==> src/verilog/upd_periph_pkg.sv <==
package upd_periph_pkg;

  ////////////////////////////////////////
  // Register map

  typedef enum logic [3:0] {
    PA  = 4'd0,
    PB  = 4'd1,
    PC  = 4'd2,
    MK  = 4'd3,
    MB  = 4'd4,
    MC  = 4'd5,
    TM0 = 4'd6,
    TM1 = 4'd7,
    // Write-only timer start
    STM = 4'd8,
    // Pending interrupt flags, write one to clear
    IRF = 4'd9
  } sfr_addr_e;

  ////////////////////////////////////////
  // Interrupt sources

  // Bit position doubles as priority, lowest wins
  typedef enum logic [1:0] {
    INT0 = 2'd0,
    INTT = 2'd1,
    INT1 = 2'd2,
    INT2 = 2'd3
  } int_idx_e;

  localparam int INT_COUNT = 4;

  // Entry i is the vector for source i
  localparam logic [INT_COUNT-1:0][7:0] INT_VECTOR = {8'h20, 8'h10, 8'h08, 8'h04};

  ////////////////////////////////////////
  // Reset values and fixed bits

  localparam logic [7:0] MK_RESET = 8'hff;
  localparam logic [7:0] MB_RESET = 8'hff;
  localparam logic [7:0] MC_RESET = 8'hff;

  // INT2 is taken inverted while this MK bit is low
  localparam int MK_INT2_POL_BIT = 5;

  // Port C bits 6..3 always drive, bit 2 always listens
  localparam logic [7:0] PC_FIXED_OUT = 8'b0111_1000;
  localparam logic [7:0] PC_FIXED_IN  = 8'b0000_0100;

  localparam int TM_WIDTH = 12;

endpackage
==> src/verilog/upd7800_periph.sv <==
`timescale 1ns/1ns

module upd7800_periph import upd_periph_pkg::*; #(
  parameter int TICK_DIV      = 12,
  parameter int PRESCALE_BITS = 3
) (
  input  logic       CLK,
  input  logic       reset,
  input  logic       wb_cyc,
  input  logic       wb_stb,
  input  logic       wb_we,
  input  sfr_addr_e  wb_adr,
  input  logic [7:0] wb_dat_i,
  output logic [7:0] wb_dat_o,
  output logic       wb_ack,
  input  logic       int0,
  input  logic       int1,
  input  logic       int2,
  input  logic       int_ack,
  output logic       int_req,
  output logic [7:0] int_vector,
  input  logic [7:0] pb_in,
  input  logic [7:0] pc_in,
  output logic [7:0] pa_out,
  output logic [7:0] pb_out,
  output logic [7:0] pb_oe,
  output logic [7:0] pc_out,
  output logic [7:0] pc_oe
);

  logic [7:0]           mk;
  logic                 int2_pol;
  logic [TM_WIDTH-1:0]  tm_reload;
  logic                 stm_pulse;
  logic [INT_COUNT-1:0] irf_clr;
  logic [INT_COUNT-1:0] int_pend;
  logic                 int1_set;
  logic                 int2_set;
  logic                 tmr_uf;

  upd_sfr_bus sfr_bus0 (
    .CLK      (CLK),
    .reset    (reset),
    .wb_cyc   (wb_cyc),
    .wb_stb   (wb_stb),
    .wb_we    (wb_we),
    .wb_adr   (wb_adr),
    .wb_dat_i (wb_dat_i),
    .wb_dat_o (wb_dat_o),
    .wb_ack   (wb_ack),
    .pb_in    (pb_in),
    .pc_in    (pc_in),
    .pa_out   (pa_out),
    .pb_out   (pb_out),
    .pb_oe    (pb_oe),
    .pc_out   (pc_out),
    .pc_oe    (pc_oe),
    .mk       (mk),
    .int2_pol (int2_pol),
    .tm_reload(tm_reload),
    .stm_pulse(stm_pulse),
    .irf_clr  (irf_clr),
    .int_pend (int_pend)
  );

  upd_edge_sampler #(
    .TICK_DIV(TICK_DIV)
  ) edge_sampler0 (
    .CLK     (CLK),
    .reset   (reset),
    .int1    (int1),
    .int2    (int2),
    .int2_pol(int2_pol),
    .int1_set(int1_set),
    .int2_set(int2_set)
  );

  upd_timer #(
    .PRESCALE_BITS(PRESCALE_BITS)
  ) timer0 (
    .CLK      (CLK),
    .reset    (reset),
    .tm_reload(tm_reload),
    .stm_pulse(stm_pulse),
    .tmr_uf   (tmr_uf)
  );

  upd_int_ctrl int_ctrl0 (
    .CLK       (CLK),
    .reset     (reset),
    .int0      (int0),
    .int1_set  (int1_set),
    .int2_set  (int2_set),
    .tmr_uf    (tmr_uf),
    .mk        (mk),
    .int_ack   (int_ack),
    .irf_clr   (irf_clr),
    .int_pend  (int_pend),
    .int_req   (int_req),
    .int_vector(int_vector)
  );

endmodule

==> src/verilog/upd_sfr_bus.sv <==
`timescale 1ns/1ns

module upd_sfr_bus import upd_periph_pkg::*; (
  input  logic                 CLK,
  input  logic                 reset,
  // Wishbone slave
  input  logic                 wb_cyc,
  input  logic                 wb_stb,
  input  logic                 wb_we,
  input  sfr_addr_e            wb_adr,
  input  logic [7:0]           wb_dat_i,
  output logic [7:0]           wb_dat_o,
  output logic                 wb_ack,
  // Port pins
  input  logic [7:0]           pb_in,
  input  logic [7:0]           pc_in,
  output logic [7:0]           pa_out,
  output logic [7:0]           pb_out,
  output logic [7:0]           pb_oe,
  output logic [7:0]           pc_out,
  output logic [7:0]           pc_oe,
  // To the interrupt and timer blocks
  output logic [7:0]           mk,
  output logic                 int2_pol,
  output logic [TM_WIDTH-1:0]  tm_reload,
  output logic                 stm_pulse,
  output logic [INT_COUNT-1:0] irf_clr,
  input  logic [INT_COUNT-1:0] int_pend
);

  logic                wb_go;
  logic                wr_go;
  logic [7:0]          pa_q;
  logic [7:0]          pb_q;
  logic [7:0]          pc_q;
  logic [7:0]          mb_q;
  logic [7:0]          mc_q;
  logic [7:0]          tm0_q;
  logic [TM_WIDTH-9:0] tm1_q;
  logic [7:0]          pb_rd;
  logic [7:0]          pc_rd;

  ////////////////////////////////////////
  // Bus handshake

  // Single cycle acknowledge, no wait states
  assign wb_go = wb_cyc & wb_stb & ~wb_ack;
  assign wr_go = wb_go & wb_we;

  always_ff @(posedge CLK) begin
    if (reset) begin
      wb_ack    <= 1'b0;
      stm_pulse <= 1'b0;
      irf_clr   <= '0;
    end else begin
      wb_ack    <= wb_go;
      stm_pulse <= wr_go && (wb_adr == STM);
      irf_clr   <= (wr_go && (wb_adr == IRF)) ? wb_dat_i[INT_COUNT-1:0] : '0;
    end
  end

  ////////////////////////////////////////
  // Special registers

  always_ff @(posedge CLK) begin
    if (reset) begin
      pa_q  <= '0;
      pb_q  <= '0;
      pc_q  <= '0;
      mk    <= MK_RESET;
      mb_q  <= MB_RESET;
      mc_q  <= MC_RESET;
      tm0_q <= '1;
      tm1_q <= '1;
    end else if (wr_go) begin
      case (wb_adr)
        PA:      pa_q  <= wb_dat_i;
        PB:      pb_q  <= wb_dat_i;
        PC:      pc_q  <= wb_dat_i;
        MK:      mk    <= wb_dat_i;
        MB:      mb_q  <= wb_dat_i;
        MC:      mc_q  <= wb_dat_i;
        TM0:     tm0_q <= wb_dat_i;
        TM1:     tm1_q <= wb_dat_i[TM_WIDTH-9:0];
        default: ;
      endcase
    end
  end

  assign int2_pol  = mk[MK_INT2_POL_BIT];
  assign tm_reload = {tm1_q, tm0_q};

  ////////////////////////////////////////
  // Port direction

  // Mode bit set makes the pin an input
  assign pb_oe = ~mb_q;
  assign pc_oe = (~mc_q | PC_FIXED_OUT) & ~PC_FIXED_IN;

  assign pa_out = pa_q;
  assign pb_out = pb_q;
  assign pc_out = pc_q;

  // Input bits read the pin, output bits read the latch
  assign pb_rd = (pb_in & ~pb_oe) | (pb_q & pb_oe);
  assign pc_rd = (pc_in & ~pc_oe) | (pc_q & pc_oe);

  ////////////////////////////////////////
  // Readback

  // Host holds the address until it sees wb_ack
  always_comb begin
    case (wb_adr)
      PA:      wb_dat_o = pa_q;
      PB:      wb_dat_o = pb_rd;
      PC:      wb_dat_o = pc_rd;
      MK:      wb_dat_o = mk;
      MB:      wb_dat_o = mb_q;
      MC:      wb_dat_o = mc_q;
      TM0:     wb_dat_o = tm0_q;
      TM1:     wb_dat_o = {{(16 - TM_WIDTH){1'b0}}, tm1_q};
      IRF:     wb_dat_o = {{(8 - INT_COUNT){1'b0}}, int_pend};
      default: wb_dat_o = 8'h00;
    endcase
  end

endmodule

==> src/verilog/upd_int_ctrl.sv <==
`timescale 1ns/1ns

module upd_int_ctrl import upd_periph_pkg::*; (
  input  logic                 CLK,
  input  logic                 reset,
  input  logic                 int0,
  input  logic                 int1_set,
  input  logic                 int2_set,
  input  logic                 tmr_uf,
  input  logic [7:0]           mk,
  input  logic                 int_ack,
  input  logic [INT_COUNT-1:0] irf_clr,
  output logic [INT_COUNT-1:0] int_pend,
  output logic                 int_req,
  output logic [7:0]           int_vector
);

  logic [INT_COUNT-1:0] pend_set;
  logic [INT_COUNT-1:0] pend_clr;
  logic [INT_COUNT-1:0] pend_en;
  logic [INT_COUNT-1:0] ack_mask;
  int_idx_e             sel;

  ////////////////////////////////////////
  // Set and clear sources

  always_comb begin
    pend_set       = '0;
    pend_set[INT0] = int0;
    pend_set[INTT] = tmr_uf;
    pend_set[INT1] = int1_set;
    pend_set[INT2] = int2_set;
  end

  // Acknowledge drops only the source being vectored
  always_comb begin
    ack_mask = '0;
    if (int_ack && int_req) begin
      ack_mask[sel] = 1'b1;
    end
  end

  always_comb begin
    pend_clr       = irf_clr | ack_mask;
    // INT0 is level sensitive and follows the pin
    pend_clr[INT0] = pend_clr[INT0] | ~int0;
  end

  always_ff @(posedge CLK) begin
    if (reset) begin
      int_pend <= '0;
    end else begin
      // A new set beats a clear on the same edge
      int_pend <= (int_pend & ~pend_clr) | pend_set;
    end
  end

  ////////////////////////////////////////
  // Masking and priority

  // MK bit set means the source is masked
  assign pend_en = int_pend & ~mk[INT_COUNT-1:0];
  assign int_req = |pend_en;

  always_comb begin
    sel = INT0;
    for (int i = INT_COUNT - 1; i >= 0; i--) begin
      if (pend_en[i]) begin
        sel = int_idx_e'(i);
      end
    end
  end

  assign int_vector = int_req ? INT_VECTOR[sel] : 8'h00;

endmodule

==> src/verilog/upd_timer.sv <==
`timescale 1ns/1ns

module upd_timer import upd_periph_pkg::*; #(
  parameter int PRESCALE_BITS = 3
) (
  input  logic                CLK,
  input  logic                reset,
  input  logic [TM_WIDTH-1:0] tm_reload,
  input  logic                stm_pulse,
  output logic                tmr_uf
);

  localparam int CNT_W = TM_WIDTH + PRESCALE_BITS;

  // Upper bits count, lower bits are the prescaler
  logic [CNT_W-1:0] cnt;

  assign tmr_uf = (cnt == '0);

  ////////////////////////////////////////
  // Down counter

  always_ff @(posedge CLK) begin
    if (reset) begin
      cnt <= '1;
    end else if (tmr_uf || stm_pulse) begin
      // Restart prescaler with the reload value on top
      cnt <= {tm_reload, {PRESCALE_BITS{1'b1}}};
    end else begin
      cnt <= cnt - 1'b1;
    end
  end

  // Period works out to (tm_reload + 1) << PRESCALE_BITS

endmodule

==> src/verilog/upd_edge_sampler.sv <==
`timescale 1ns/1ns

module upd_edge_sampler #(
  parameter int TICK_DIV = 12
) (
  input  logic CLK,
  input  logic reset,
  input  logic int1,
  input  logic int2,
  input  logic int2_pol,
  output logic int1_set,
  output logic int2_set
);

  localparam int CNT_W = (TICK_DIV > 1) ? $clog2(TICK_DIV) : 1;

  logic [CNT_W-1:0] tick_cnt;
  logic             tick;
  logic             int2_smp;
  logic [3:0]       hist1;
  logic [3:0]       hist2;

  ////////////////////////////////////////
  // Sample tick, one every TICK_DIV clocks

  assign tick = (tick_cnt == CNT_W'(TICK_DIV - 1));

  always_ff @(posedge CLK) begin
    if (reset) begin
      tick_cnt <= '0;
    end else if (tick) begin
      tick_cnt <= '0;
    end else begin
      tick_cnt <= tick_cnt + 1'b1;
    end
  end

  ////////////////////////////////////////
  // Sample histories, newest in bit 0

  // Low polarity means INT2 is active low
  assign int2_smp = int2 ^ ~int2_pol;

  always_ff @(posedge CLK) begin
    if (reset) begin
      hist1 <= '0;
      hist2 <= '0;
    end else if (tick) begin
      hist1 <= {hist1[2:0], int1};
      hist2 <= {hist2[2:0], int2_smp};
    end
  end

  // One low sample followed by three highs counts as an edge
  assign int1_set = tick & (hist1 == 4'b0111);
  assign int2_set = tick & (hist2 == 4'b0111);

endmodule

==> config.mk <==
export PLATFORM = sky130hd
export DESIGN_NAME = upd7800_periph
export DESIGN_NICKNAME = d
export VERILOG_FILES = /design/src/verilog/upd_periph_pkg.sv /design/src/verilog/upd7800_periph.sv /design/src/verilog/upd_sfr_bus.sv /design/src/verilog/upd_int_ctrl.sv /design/src/verilog/upd_timer.sv /design/src/verilog/upd_edge_sampler.sv
export SDC_FILE = /design/constraint.sdc
export NUM_CORES = 1
export LEC_CHECK = 0
export BUFFER_PORTS_ARGS = -buffer_cell sky130_fd_sc_hd__buf_2
export CAP_MARGIN = 20
export CORE_ASPECT_RATIO = 0.6
export CORE_UTILIZATION = 61
export CTS_BUF_LIST = sky130_fd_sc_hd__clkbuf_8
export CTS_CLUSTER_DIAMETER = 150
export DETAILED_ROUTE_END_ITERATION = 10
export PLACE_DENSITY = 0.85
export REMOVE_ABC_BUFFERS = 1
export SYNTH_ARGS = -nofsm -noshare
export SYNTH_HDL_FRONTEND = slang
export SYNTH_SLANG_ARGS = --single-unit
==> constraint.sdc <==
create_clock -name CLK -period 3.5 [get_ports CLK]
set_clock_uncertainty 0.2 [all_clocks]
set_input_delay 0.175 -clock CLK [delete_from_list [all_inputs] [get_ports CLK]]
set_output_delay 0.175 -clock CLK [all_outputs]
set_load 0.05 [all_outputs]
==> metrics, run 1 <==
status=finished clean; Via density=6.12; Skew-Pair Late Insertion Delay=380 ps; Simple-Gate Fraction of Synth Area=25.5%; nets@finish=647; Routed WL=13000 um; CP required=3120 ps; Syn-to-layout area delta=15.3%; RSZ-0062 raised after global routing=no; worst path arrival time=2040 ps; Top delay family on crit path=simple AND/OR/NAND/NOR gates; top post-synthesis cells by area=dfxtp_1 (42%), mux2i_1 (7.9%), nand2_1 (7.3%); Worst Path Max Fanout=23; CTS max path bufs=2; DP Wirelength=9070 um; GR Util All Layers=34.4%; critical-path cell list=buf_2 > nor4b_4 > a21oi_1 > a21oi_1 > or3_1 > buf_2; Syn Inst Count=535; commonest non-fill, non-tap cell in the layout=dfxtp_1; mux cell area share after synthesis=9.33%; Yosys reg bits=96; slowest CP cell=nor4b_4; number of diodes=0; CP bufs+invs=2; post-cts hold buffer count=13; synth unique cells=61; max-slew violations=0; worst-case vdd ir drop=0.256 mV; Setup Viol. Count Final=0; CTS tree=built; setup TNS=0 ps; Inst Count DP=687; Die W=114 um; crit-path max cell delay=690 ps; Worst Setup End Kind=primary output; Yosys Warn Count=0; adder-cell share of the synthesized area=0.818%; Clock Tree Root=clkbuf_8; number of global-route vias before repair=4103; Tcrit/Tclk final=69.0%; CTS HTree Levels=3; GR Overflow Total=0; Crit Path Class=in2out; commonest register cell after synthesis=dfxtp_1; startpoint types=primary input; Pre-antenna DRT Iters=5; post-synth top area cell=dfxtp_1; row cnt=24; Setup Buffers After CTS=0; # fillers=568; Die Height=69.2 um; most frequent cells in the layout=dfxtp_1 (96), nand2_1 (89), buf_2 (81); max_cap viols=0; Tmin final=2410 ps; placer congestion estimate=0.874; top achievable clock speed=0.414 GHz; post-CTS resize count=0; initial antenna violation count=0; final hold violations=0; Clk pin slew, worst setup/hold paths=90 ps; Seq/Total Area, Yosys=41.9%; Async S/R FF share, synth=0%; mapped cell area=4590 um2; syn avg cell area=8.58 um2; Synth top area share=41.9%; largest net degree at the start of global routing=50; post-synthesis compound-gate area fraction=13.8%; WL/cell=18.1 um; final non-filler cell total=716; via count=4385; Post-DRT Antenna Nets=0; Worst Hold Class=in2reg; Num CTS Buffers=9; Initial DRC Count=406; Post-synth EDFFs=0; I/O pins=95; residual DRC count=0; layout cells sized above 1=19.4%; Synth Area in XOR/XNOR=2.29%; global-route wire length before repair=20700 um; Port Buffer Count=81; initial core utilization=63.1%; Pwr Density=401 nW/um2; largest family of logic cells by synthesized area=simple AND/OR/NAND/NOR gates; max-slew headroom at the worst pin=33.4%; worst slew pin tran=991 ps; core area=7270 um2; Sink Count=96; static leakage=0.00238 uW; Die ar.=7880 um2
==> flip-flops by register name, indices dropped and copies added (netlist names) <==
signal / count
edge_sampler0.hist1: 4
edge_sampler0.hist2: 4
edge_sampler0.tick_cnt: 4
int_ctrl0.int_pend: 4
sfr_bus0.irf_clr: 3
sfr_bus0.mb_q: 8
sfr_bus0.mc_q: 8
sfr_bus0.mk: 8
sfr_bus0.pa_out: 8
sfr_bus0.pb_out: 8
sfr_bus0.pc_out: 8
sfr_bus0.stm_pulse: 1
sfr_bus0.tm0_q: 8
sfr_bus0.tm1_q: 4
sfr_bus0.wb_ack: 1
timer0.cnt: 15
==> cell usage after synthesis (all sizes together), types with 2 or more instances <==
master	instances
a21oi	29
a22o	4
a22oi	8
a31o	2
a31oi	3
a32oi	3
a41oi	2
and2	10
and3	7
and4	2
and4bb	2
buf	22
clkbuf	20
conb	2
dfxtp	96
ha	3
inv	19
mux2	6
mux2i	36
nand2	89
nand2b	5
nand3	24
nand3b	3
nand4	5
nor2	38
nor2b	10
nor3	12
nor3b	6
nor4	2
nor4b	2
o2111ai	2
o211ai	17
o21ai	5
o21bai	2
o22a	3
o22ai	2
o311ai	3
or2	2
or3	4
xnor2	7
xor2	5
==> power by group <==
part	total, uW	internal, uW	switching, uW
Sequential	1110	1100	9.63
Combinational	246	75.5	170
Clock	761	367	395
==> kinds of logic after synthesis <==
family | count (synthesis)
adders and majority gates | 3
DFF | 96
buffers and inverters | 62
muxes | 42
and+or+nand+nor | 227
other | 2
AOI/OAI and AO/OA | 91
xor gates and xnor gates | 12
==> routing by layer <==
| metal | track usage (%) | vias to the layer above | share of wire [%] |
|---|---|---|---|
| met4 | 15.4 | 0 | 3.1 |
| met3 | 9.97 | 46 | 12 |
| li1 | - | 1990 | - |
| met2 | 48.7 | 314 | 42 |
| met5 | 0 | - | 0 |
| met1 | 48.3 | 2035 | 42 |
==> worst min-delay path, delay by kind of cell <==
kind            cells  cell delay [ps]
compound gates      2              290
buf+inv             2              170
==> final timing paths <==
path / start / endpoint / slack, ps / cells after the start
worst min-delay path: int_ack / int_ctrl0.int_pend[3] / 100 / 4
worst min register to register: timer0.cnt[0] / timer0.cnt[0] / 220 / 1
worst max-delay path: wb_adr[0] / wb_dat_o[0] / 1090 / 6
worst max register to register: timer0.cnt[3] / timer0.cnt[10] / 1230 / 4
==> through the flow <==
stage          worst slack [ps]  power, uW  hold slack (ps)  util [%]  area [um2]
6_report                   1090       2120             95.1      72.8        5290
5_1_grt                     991       2180              147      72.8        5290
4_1_cts                    1130       2110             93.3      72.8        5290
3_5_place_dp               1000       1370              183      68.1        4950
3_3_place_gp               1080       1360              185      68.1        4950
2_1_floorplan              1210       1280             44.1         -        4400
==> final cells by class <==
type                    instances  area [um2]  share of cell area [%]
clock buffers                  11         151                    2.86
clock inverters                 5        55.1                    1.04
inverters                      20        75.1                    1.42
multi-input cells             384        2400                    45.5
flip-flops and latches         96        1920                    36.3
well taps                     104         130                    2.46
repair buffers                 96         551                    10.4
Power figures use the tool's default switching activity.
==> run 2: changes to the inputs <==
--- a/config.mk
+++ b/config.mk
@@ -5,14 +5,15 @@
 export SDC_FILE = /design/constraint.sdc
 export NUM_CORES = 1
 export LEC_CHECK = 0
+export ABC_AREA = 1
 export BUFFER_PORTS_ARGS = -buffer_cell sky130_fd_sc_hd__buf_2
 export CAP_MARGIN = 20
 export CORE_ASPECT_RATIO = 0.6
-export CORE_UTILIZATION = 61
+export CORE_UTILIZATION = 51
 export CTS_BUF_LIST = sky130_fd_sc_hd__clkbuf_8
 export CTS_CLUSTER_DIAMETER = 150
 export DETAILED_ROUTE_END_ITERATION = 10
-export PLACE_DENSITY = 0.85
+export PLACE_DENSITY = 0.75
 export REMOVE_ABC_BUFFERS = 1
 export SYNTH_ARGS = -nofsm -noshare
 export SYNTH_HDL_FRONTEND = slang
==> constraint.sdc (replaced) <==
create_clock -name CLK -period 2.05 [get_ports CLK]
set_clock_uncertainty 0.2 [all_clocks]
set_input_delay 0.1025 -clock CLK [delete_from_list [all_inputs] [get_ports CLK]]
set_output_delay 0.1025 -clock CLK [all_outputs]
set_load 0.05 [all_outputs]
==> metrics, run 2 <==
Yosys Warn Count=0 (unchanged); most flop-heavy register=timer0.cnt; nets@finish=805 (+24%); layout cells sized above 1=16.3% (-3.2 points); Tmin final=1940 ps; Hold Path Sink=sfr_bus0.stm_pulse; Die ar.=9290 um2 (+18%); worst path arrival time=1640 ps (-400 ps); Die Height=75.1 um (+8.5%); Post-synth EDFFs=0 (unchanged); GR Overflow Total=0 (unchanged); most frequent cells in the layout=nand2_1 (174), dfxtp_1 (96), nor2_1 (85); commonest cells in the netlist=nand2_1 (174), dfxtp_1 (96), nor2_1 (85); top post-synthesis cells by area=dfxtp_1 (42%), nand2_1 (14%), nor2_1 (7.0%); residual DRC count=0 (unchanged); Skew-Pair Late Insertion Delay=370 ps (about the same); Pre-antenna DRT Iters=5 (unchanged); number of global-route vias before repair=4218 (+2.8%); worst reg2reg path endpoint=timer0.cnt[10]; Synth top area share=42.3% (+0.46 points); post-cts hold buffer count=19 (+6); status=finished clean; via count=4746 (+8.2%); Tot Pwr=3510 uW (+66%); WL/cell=14.8 um (-18%); area occupied by multi-input gates=2200 um2 (-8.7%); Seq/Total Area, Yosys=42.3% (+0.46 points); Worst Hold Class=in2reg; static leakage=0.00274 uW (+15%); Worst Setup End Kind=primary output; global-route wire length before repair=20700 um (-0.23%); Initial DRC Count=419 (+3.2%); Routed WL=13100 um (+0.75%); worst-case vdd ir drop=0.303 mV (+18%); initial antenna violation count=0 (unchanged); Async S/R FF share, synth=0% (unchanged); Sink Count=96 (unchanged); FF-to-FF path depth=9 (+5); Clk pin slew, worst setup/hold paths=90 ps (about the same); Syn-to-layout area delta=18.8%; Worst Path Max Fanout=4 (-83%); CTS max path bufs=2 (unchanged); RSZ-0062 raised after global routing=no; number of diodes=0 (unchanged); Tcrit/Tclk final=94.7%; placer congestion estimate=0.941 (+7.7%); Pwr Density=651 nW/um2 (+63%); CTS tree=built; synth unique cells=30 (-51%); worst reg-to-reg setup slack=230 ps (-1000 ps); Die W=124 um (+8.6%); Num CTS Buffers=9 (unchanged); commonest non-fill, non-tap cell in the layout=nand2_1; Worst R2R Start=timer0.cnt[0]; Yosys reg bits=96 (unchanged); CP required=1750 ps (-1370 ps); largest net degree at the start of global routing=33 (-34%); row cnt=26 (+8.3%); mapped cell area=4540 um2 (-1.1%); Post-DRT Antenna Nets=0 (unchanged); I/O pins=95 (unchanged); worst hold start=wb_cyc; top achievable clock speed=0.515 GHz; most frequent cell after synthesis=nand2_1; hold path depth=3 (-1); syn avg cell area=6.84 um2 (-20%); post-CTS resize count=0 (unchanged); startpoint types=flop; CTS HTree Levels=3 (unchanged); max reg flops=15 (unchanged); Setup Viol. Count Final=0 (unchanged); max_cap viols=0 (unchanged); Crit Path Class=reg2out; setup TNS=0 ps (unchanged); post-synth top area cell=dfxtp_1; initial core utilization=53.0% (-10 points); Clock Tree Root=clkbuf_8; Port Buffer Count=81 (unchanged); DP Wirelength=9710 um (+7.1%); Syn Inst Count=663 (+24%); register area=1920 um2 (unchanged); commonest register cell after synthesis=dfxtp_1; final hold violations=0 (unchanged); # fillers=785 (+38%); max-slew violations=0 (unchanged); Setup Buffers After CTS=0 (unchanged); core area=8560 um2 (+18%); GR Util All Layers=29.7% (-4.6 points); Via density=5.39 (-12%)
-- run 2: layer usage --
layer	global-route usage (%)	up-vias	wire length, um
met5	0	-	0
met4	6.16	0	124
met3	7.12	16	1240
met2	44.1	227	5430
met1	43.7	2192	6290
li1	-	2311	-
-- run 2: critical path, cell delays in order, from the launching register on --
cell     delay [ps]
dfxtp_1         340
inv_1            90
nand2_1          70
a21oi_1          60
nor2_1          300
nand3_1         150
buf_2           240
-- run 2: cell families after synthesis --
logic type                 count (synthesis)  synth area share [%]
AOI/OAI and AO/OA                        123                  14.8
xor gates and xnor gates                   4                 0.772
adders and majority gates                  3                 0.827
buffers and inverters                    104                  9.84
DFF                                       96                  42.3
other                                      2                 0.165
and+or+nand+nor                          331                  31.3
-- run 2: cell type report --
cell class,instances,area share (%)
clock inverter,6,1.02
clock buffer,9,2.30
tap,112,2.60
inverter,80,5.57
multi-input combinational,470,40.7
timing repair buffer,108,12.2
sequential,96,35.6
-- run 2: through the flow --
step	hold WS, ps	instance area, um2	std cells	util, %	setup WS, ps
floorplan	-28.4	4420	646	-	125
global placement	103	5020	847	58.7	305
detailed placement	112	5020	847	58.7	263
CTS	21.0	5390	881	63.0	173
global route	42.8	5390	881	63.0	41.1
finish	37.1	5390	881	63.0	109
-- run 2: worst max-delay path by stage --
stage                            endpoint  cells past startpoint        startpoint
floorplan           int_ctrl0.int_pend[1]                      7    sfr_bus0.mk[0]
global route           sfr_bus0.pb_out[6]                      6   sfr_bus0.wb_ack
CTS                           wb_dat_o[0]                      6  sfr_bus0.mc_q[0]
finish                        wb_dat_o[0]                      6  sfr_bus0.mc_q[0]
global placement              wb_dat_o[2]                     10         wb_adr[2]
detailed placement         timer0.cnt[13]                      9     timer0.cnt[0]
-- run 2: power by group --
part	switching (uW)	total (uW)	internal [uW]	leakage, uW
clock	647	1190	545	0.000103
combinational	304	421	117	0.00186
sequential	14.0	1900	1880	0.000777
